`src/ce_params.svh`:
```
`ifndef CE_PARAMS_SVH
`define CE_PARAMS_SVH

// operand and result width, signed q8.8.
`define CE_DATA_W 16

// fraction bits of the fixed-point format.
`define CE_FRAC_W 8

// register stages between the operands and the stage-two input.
`define CE_S1_DEPTH 2

// width of the tag that travels with each item.
`define CE_TAG_W 4

`endif

```
`src/ce_pkg.sv`:
```
`include "ce_params.svh"

package ce_pkg;

  typedef logic signed [`CE_DATA_W-1:0]   data_t;
  typedef logic signed [2*`CE_DATA_W-1:0] wide_t;  // holds a full product.
  typedef logic [`CE_TAG_W-1:0]           tag_t;

  typedef enum logic [1:0] {
    OP1_FMA    = 2'd0,
    OP1_MUL    = 2'd1,
    OP1_ADD    = 2'd2,
    OP1_MINMAX = 2'd3
  } op1_e;

  typedef enum logic {
    OP2_NONE   = 1'b0,
    OP2_MINMAX = 1'b1
  } op2_e;

  // what rides beside an item through stage one.
  typedef struct packed {
    tag_t  tag;
    op2_e  op2;
    logic  op2_mod;
    data_t bias;
  } side_t;

  typedef struct packed {
    data_t result;
    tag_t  tag;
  } out_t;

  localparam data_t DATA_MAX = {1'b0, {(`CE_DATA_W-1){1'b1}}};
  localparam data_t DATA_MIN = {1'b1, {(`CE_DATA_W-1){1'b0}}};

  // clamp to the representable range.
  function automatic data_t sat_data(input wide_t v);
    if (v > wide_t'(DATA_MAX)) return DATA_MAX;
    if (v < wide_t'(DATA_MIN)) return DATA_MIN;
    return data_t'(v);
  endfunction

  // mode 0 picks the minimum, mode 1 the maximum.
  function automatic data_t min_max(input data_t a, input data_t b, input logic max_sel);
    if (max_sel) return (a > b) ? a : b;
    return (a < b) ? a : b;
  endfunction

endpackage

```
`src/ce_stage_if.sv`:
```
interface ce_stage_if;

  logic          valid;    // one-cycle qualifier per item.
  ce_pkg::data_t result;   // saturated stage-one result.
  ce_pkg::tag_t  tag;
  ce_pkg::op2_e  op2;
  logic          op2_mod;
  ce_pkg::data_t bias;     // y of the same item, delayed.

  modport src (
    output valid,
    output result,
    output tag,
    output op2,
    output op2_mod,
    output bias
  );

  modport dst (
    input valid,
    input result,
    input tag,
    input op2,
    input op2_mod,
    input bias
  );

endinterface

```
`src/ce_delay_pipe.sv`:
```
module ce_delay_pipe #(
  parameter type         payload_t = logic,
  parameter int unsigned DEPTH     = 1
) (
  input  logic     clk_i,
  input  logic     rst_ni,
  input  logic     en_i,
  input  logic     flush_i,
  input  logic     valid_i,
  input  payload_t data_i,
  output logic     valid_o,
  output payload_t data_o,
  output logic     busy_o
);

  logic [DEPTH-1:0] valid_q;
  payload_t         data_q [DEPTH];

  // stage i takes its input from chain position i.
  logic [DEPTH:0] valid_chain;
  payload_t       data_chain [DEPTH+1];

  assign valid_chain = {valid_q, valid_i};

  always_comb begin
    data_chain[0] = data_i;
    for (int i = 0; i < DEPTH; i++) begin
      data_chain[i+1] = data_q[i];
    end
  end

  for (genvar i = 0; i < DEPTH; i++) begin : g_stage
    always_ff @(posedge clk_i or negedge rst_ni) begin
      if (!rst_ni) begin
        valid_q[i] <= 1'b0;
        data_q[i]  <= '0;
      end else if (flush_i) begin
        valid_q[i] <= 1'b0;  // flush wins over a stall.
      end else if (en_i) begin
        valid_q[i] <= valid_chain[i];
        if (valid_chain[i]) data_q[i] <= data_chain[i];  // only real items move data.
      end
    end
  end

  assign valid_o = valid_q[DEPTH-1];
  assign data_o  = data_q[DEPTH-1];
  assign busy_o  = |valid_q;

  // nothing may leave the pipe right after a flush.
  a_flush_clears : assert property (
    @(posedge clk_i) disable iff (!rst_ni) flush_i |=> !valid_o
  );

endmodule

```
`src/ce_stage2.sv`:
```
module ce_stage2 (
  input  logic          clk_i,
  input  logic          rst_ni,
  input  logic          en_i,
  input  logic          flush_i,
  ce_stage_if.dst       in,
  output ce_pkg::data_t z_o,
  output ce_pkg::tag_t  tag_o,
  output logic          valid_o,
  output logic          busy_o
);

  import ce_pkg::*;

  out_t out_d;
  out_t out_q;

  // second min/max against the delayed bias, or pass-through.
  always_comb begin
    out_d.tag = in.tag;
    if (in.op2 == OP2_MINMAX) begin
      out_d.result = min_max(in.result, in.bias, in.op2_mod);
    end else begin
      out_d.result = in.result;
    end
  end

  // output register.
  ce_delay_pipe #(
    .payload_t (out_t),
    .DEPTH     (1)
  ) out_reg_i (
    .clk_i   (clk_i),
    .rst_ni  (rst_ni),
    .en_i    (en_i),
    .flush_i (flush_i),
    .valid_i (in.valid),
    .data_i  (out_d),
    .valid_o (valid_o),
    .data_o  (out_q),
    .busy_o  (busy_o)
  );

  assign z_o   = out_q.result;
  assign tag_o = out_q.tag;

  a_z_known : assert property (
    @(posedge clk_i) disable iff (!rst_ni) valid_o |-> !$isunknown(z_o)
  );

endmodule

```
`src/flat_wrapper.sv`:
```
// flat-port wrapper written by rule: the top's interface ports become plain ports
module ce_stage2_flat import ce_pkg::*;
  (clk_i, rst_ni, en_i, flush_i, z_o, tag_o, valid_o, busy_o, in_valid, in_result, in_tag, in_op2, in_op2_mod, in_bias);
  ce_stage_if in_i ();
  input  logic clk_i;
  input  logic rst_ni;
  input  logic en_i;
  input  logic flush_i;
  output ce_pkg::data_t z_o;
  output ce_pkg::tag_t tag_o;
  output logic valid_o;
  output logic busy_o;
  input wire logic [$bits(in_i.valid)-1:0] in_valid;
  input wire logic [$bits(in_i.result)-1:0] in_result;
  input wire logic [$bits(in_i.tag)-1:0] in_tag;
  input wire logic [$bits(in_i.op2)-1:0] in_op2;
  input wire logic [$bits(in_i.op2_mod)-1:0] in_op2_mod;
  input wire logic [$bits(in_i.bias)-1:0] in_bias;
  assign in_i.valid = in_valid;
  assign in_i.result = in_result;
  assign in_i.tag = in_tag;
  assign in_i.op2 = in_op2;
  assign in_i.op2_mod = in_op2_mod;
  assign in_i.bias = in_bias;
  ce_stage2 u_core (.clk_i(clk_i), .rst_ni(rst_ni), .en_i(en_i), .flush_i(flush_i), .in(in_i), .z_o(z_o), .tag_o(tag_o), .valid_o(valid_o), .busy_o(busy_o));
endmodule
```
`config.mk`:
```
export PLATFORM = sky130hd
export DESIGN_NAME = ce_stage2_flat
export DESIGN_NICKNAME = d
export VERILOG_FILES = /design/src/ce_pkg.sv /design/src/ce_stage_if.sv /design/src/ce_delay_pipe.sv /design/src/ce_stage2.sv /design/src/flat_wrapper.sv
export VERILOG_INCLUDE_DIRS = /design/src
export SDC_FILE = /design/constraint.sdc
export NUM_CORES = 1
export LEC_CHECK = 0
export ABC_AREA = 1
export BUFFER_PORTS_ARGS = -buffer_cell sky130_fd_sc_hd__buf_2
export CORE_MARGIN = 5
export CORE_UTILIZATION = 52
export CTS_CLUSTER_SIZE = 14
export DETAILED_ROUTE_END_ITERATION = 6
export GPL_ROUTABILITY_DRIVEN = 0
export MAX_ROUTING_LAYER = met4
export PLACE_DENSITY = 0.78
export SLEW_MARGIN = 15
export SYNTH_ARGS = -nofsm -noshare
export SYNTH_HDL_FRONTEND = slang
export SYNTH_SLANG_ARGS = --single-unit
```
`constraint.sdc`:
```
create_clock -name clk_i -period 0.8 [get_ports clk_i]
set_input_delay 0.08 -clock clk_i [delete_from_list [all_inputs] [get_ports clk_i]]
set_output_delay 0.08 -clock clk_i [all_outputs]
set_load 0.03 [all_outputs]
```
==> qor.yml, run 1 <==
avgSynthCellArea_um2: 6.489
worstEpCategory: "register data pin"
worst_endpoint: "u_core.out_reg_i.data_o[6]$_DFFE_PN0P_/D"
synthTopCellsByCount: "nand2_1, nand3_1, inv_1, a21oi_1, dfrtp_1"
dp_hpwl_um: 4914
async_reset_ff_share_pct: 100.0
netlist_top_cells_area: "dfrtp_1, nand2_1, nand3_1"
place_ws_ns: -1.056
clkSinkCount: 21
grt_max_degree: 19
fp-row-count: 22
ys_warn_count: 0
ys_ff_latch: 21
netlist_instances: 317
netlist.top_cell.by_area: "dfrtp_1"
cts-root-buf: "clkbuf_8"
die_h_um: 72.90
start_util_pct: 54.95
die-width_um: 72.90
yosysMostFrequentCell: "nand2_1"
synth_top_area_share_pct: 25.55
io_pins: 65
placedCellCount: 456
failed_stage: "global routing (5_1_grt)"
synth_edf_count: 0
portBuffers: 64
ys_types: 23
status: "did not finish"
stop_error: "[ERROR DPL-0038] Utilization greater than 100%, impossible to legalize"
cts_buffer_depth: 2
syn-num-nets: 376
htreeDepth: 1
netlist_area_mm2: 0.002057
synth_flop_cell: "dfrtp_1"
cts_made_buffers: 3
synth_seq_area_share_pct: 25.55
-- metrics by stage --
step / instance area (um2) / hold WS [ns]
2_1_floorplan: 2275 / -0.2156
3_3_place_gp: 2908 / -0.05592
4_1_cts: 3498 / 0.04254
3_5_place_dp: 2908 / -0.05489
-- what timing repair did --
action	CTS
gates resized for setup	88
endpoints found under the setup margin	38
setup buffers	14
gates cloned	3
pin swaps	28
hold buffers	1
endpoints found under the hold margin	21
-- cell families after synthesis --
kind of cell | after synthesis | synth area share (%)
AND/OR/NAND/NOR | 191 | 43.55
buffers and inverters | 59 | 12.35
AO/OA/AOI/OAI | 26 | 6.630
flip-flops | 21 | 25.55
adder cells (fa/ha/maj) | 16 | 9.732
multiplexers | 4 | 2.190
==> inputs of run 2 (changes only) <==
--- a/config.mk
+++ b/config.mk
@@ -9,12 +9,10 @@
 export ABC_AREA = 1
 export BUFFER_PORTS_ARGS = -buffer_cell sky130_fd_sc_hd__buf_2
 export CORE_MARGIN = 5
-export CORE_UTILIZATION = 52
-export CTS_CLUSTER_SIZE = 14
+export CORE_UTILIZATION = 40
 export DETAILED_ROUTE_END_ITERATION = 6
 export GPL_ROUTABILITY_DRIVEN = 0
-export MAX_ROUTING_LAYER = met4
-export PLACE_DENSITY = 0.78
+export PLACE_DENSITY_LB_ADDON = 0.15
 export SLEW_MARGIN = 15
 export SYNTH_ARGS = -nofsm -noshare
 export SYNTH_HDL_FRONTEND = slang
==> run 2 against run 1 <==
Effect of this change:
- the flow now finishes, with violations (negative setup slack)
- synthesized area is the same
- synthesized cell count unchanged
==> qor.yml, run 2 <==
netlist_instances: 317
num-nets-final: 495
yosysMostFrequentCell: "nand2_1"
cts_made_buffers: 3
wl_met3_um: 464
seq_area_um2: 531.8
rsz0062_at_grt: "true"
n_antenna_cell: 0
io_pins: 65
worstHoldStart: "in_tag[1]"
first_global_vias: 2640
leakage_nw: 1.873
synthTopCellsByCount: "nand2_1, nand3_1, inv_1, a21oi_1, dfrtp_1"
ys_types: 23
fp-row-count: 26
powerDensity_mw_per_mm2: 1433
tightest_slew_ns: 0.4946
synth_flop_cell: "dfrtp_1"
status: "finished, violations left"
syn-num-nets: 376
synth_top_area_share_pct: 25.55
avgSynthCellArea_um2: 6.489
critPathRequiredTime_ns: 0.95
core_mm2: 0.005042
antenna_found_initial: 0
path_clk_slew_ns: 0.08
viasPerCell: 5.269
syn_to_final_growth_pct: 75.79
first_pass_iters: 4
cp-end-kind: "flip-flop"
crit_type: "in2reg"
post-route-period-util_pct: 200.0
hold_viol: 0
drv.max_cap_violation_count: 0
clkSinkCount: 21
placedCellCount: 476
ys_ff_latch: 21
wl_per_cell_um: 14.47
fmax_mhz: 624.9
die-width_um: 81.71
start_util_pct: 40.79
vdd_drop_max_mv: 1.487
grt_max_degree: 22
die_h_um: 81.71
violations: "negative setup slack"
cp-start-kind: "input pin"
synth_edf_count: 0
final_max_slew_viol_count: 0
netlist_top_cells_area: "dfrtp_1, nand2_1, nand3_1"
nFillCells: 391
place_area_mm2: 0.002920
fin_area_mm2: 0.003616
grt_pass1_wl_um: 11580
setup_ws_ns: -0.8002
grtUsageTotal_pct: 21.94
final_cell_mix: "nand2_1, nand3_1, buf_4"
holdCritPathClass: "in2reg"
finalCriticalPeriod_ns: 1.600
htreeDepth: 1
cp_max_fo: 8
die_area_mm2: 0.006677
drive_gt1_share_pct: 48.97
top_layer_used: "met4"
cts_buffer_depth: 2
multiInputGateArea_mm2: 0.001640
arrival_ns: 1.75
netlist.top_cell.by_area: "dfrtp_1"
clock_skew_ns: 0
wirelength_met1_um: 2840
largest_reg_flops: 20
cts-root-buf: "clkbuf_8"
async_reset_ff_share_pct: 100.0
dr_total_vias: 2661
clkLatencyLatePin_ns: 0.25
dp_hpwl_um: 4882
netlist_area_mm2: 0.002057
setup_viol: 39
synth_seq_area_share_pct: 25.55
timing.rr.start: "u_core.out_reg_i.data_o[3]$_DFFE_PN0P_"
fin_util_pct: 71.71
relSlewSlack_pct: 67.02
drc: 0
route.met2.wl_um: 3782
ant_nets: 0
cts_tree: "built"
ys_warn_count: 0
final_cells: 505
wl_um: 7306
final_common_cell: "nand2_1"
grt_remaining_overflow: 0
portBuffers: 64
critPathLaunch: "in_bias[6]"
drt_iter0_drc: 177
## run 2: cell counts after synthesis
No cell type changed its count.
## run 2: cells by family after synthesis
logic type               count (synthesis)  share of synthesized area [%]
AND/OR/NAND/NOR                        191                          43.55
buffers and inverters                   59                          12.35
AO/OA/AOI/OAI                           26                          6.630
flip-flops                              21                          25.55
adder cells (fa/ha/maj)                 16                          9.732
multiplexers                             4                          2.190
## run 2: repair_timing
| item | 4_1_cts | 5_1_grt |
|---|---|---|
| setup endpoints to repair | 38 | 39 |
| pin swaps | 11 | 19 |
| hold buffers | 1 | 0 |
| gates resized for setup | 84 | 29 |
| cloned | 5 | 0 |
| endpoints found under the hold margin | 21 | 0 |
| setup buffers | 16 | 4 |
## run 2: final timing paths
check                      depth (start not counted)                                      end  slack [ns]
setup reg to reg                                   1   u_core.out_reg_i.data_o[3]$_DFFE_PN0P_           0
hold / removal                                     2   u_core.out_reg_i.data_o[1]$_DFFE_PN0P_        0.05
hold reg to reg                                    2  u_core.out_reg_i.data_o[10]$_DFFE_PN0P_        0.50
max in group asynchronous                          2   u_core.out_reg_i.data_o[3]$_DFFE_PN0P_        0.12
min in group asynchronous                          2  u_core.out_reg_i.data_o[13]$_DFFE_PN0P_        0.31
setup / recovery                                  15  u_core.out_reg_i.data_o[15]$_DFFE_PN0P_       -0.80
## run 2: metal layers
layer  track usage [%]  vias to the layer above
met5                 0                        -
met4             7.641                        0
met3             3.618                       22
met2             40.39                      117
met1             25.52                     1229
li1                  -                     1293
## run 2: critical path, cell delays in order
cell	delay (ns)
buf_2	0.09
inv_1	0.11
ha_4	0.21
nand2_2	0.09
nor2_2	0.05
nor2_1	0.11
nand2_1	0.08
nand2_2	0.11
nand3_4	0.22
nand3_4	0.23
nand2_1	0.09
nand3_1	0.08
nand3_1	0.06
nand2_1	0.07
nand2_1	0.05
## run 2: cell type report
class | count | share of cell area [%]
multi-input cells | 239 | 45.36
repair buffers | 132 | 31.52
flip-flops and latches | 21 | 14.71
inverters | 39 | 4.740
well taps | 70 | 2.422
clock buffers | 4 | 1.246
## run 2: per-stage QoR
| step | hold slack (ns) | setup WS (ns) | setup TNS [ns] | total power [mW] |
|---|---|---|---|---|
| after detailed placement | 0.07111 | -1.043 | -16.96 | 3.652 |
| after global placement | 0.06321 | -1.001 | -16.51 | 3.614 |
| after global routing | 0.04745 | -0.8905 | -16.43 | 5.509 |
| after floorplan | -0.2156 | -0.7382 | -11.85 | 2.915 |
| after CTS | 0.04679 | -0.7389 | -13.55 | 5.071 |
| final | 0.05036 | -0.8002 | -14.07 | 5.182 |
## run 2: power by group
part | leakage (nW) | switching, mW | internal, mW | total [mW]
logic | 1.60 | 1.61 | 1.47 | 3.08
registers | 0.253 | 0.149 | 1.27 | 1.41
clock network | 0.0228 | 0.336 | 0.354 | 0.691
Power figures use the tool's default switching activity.
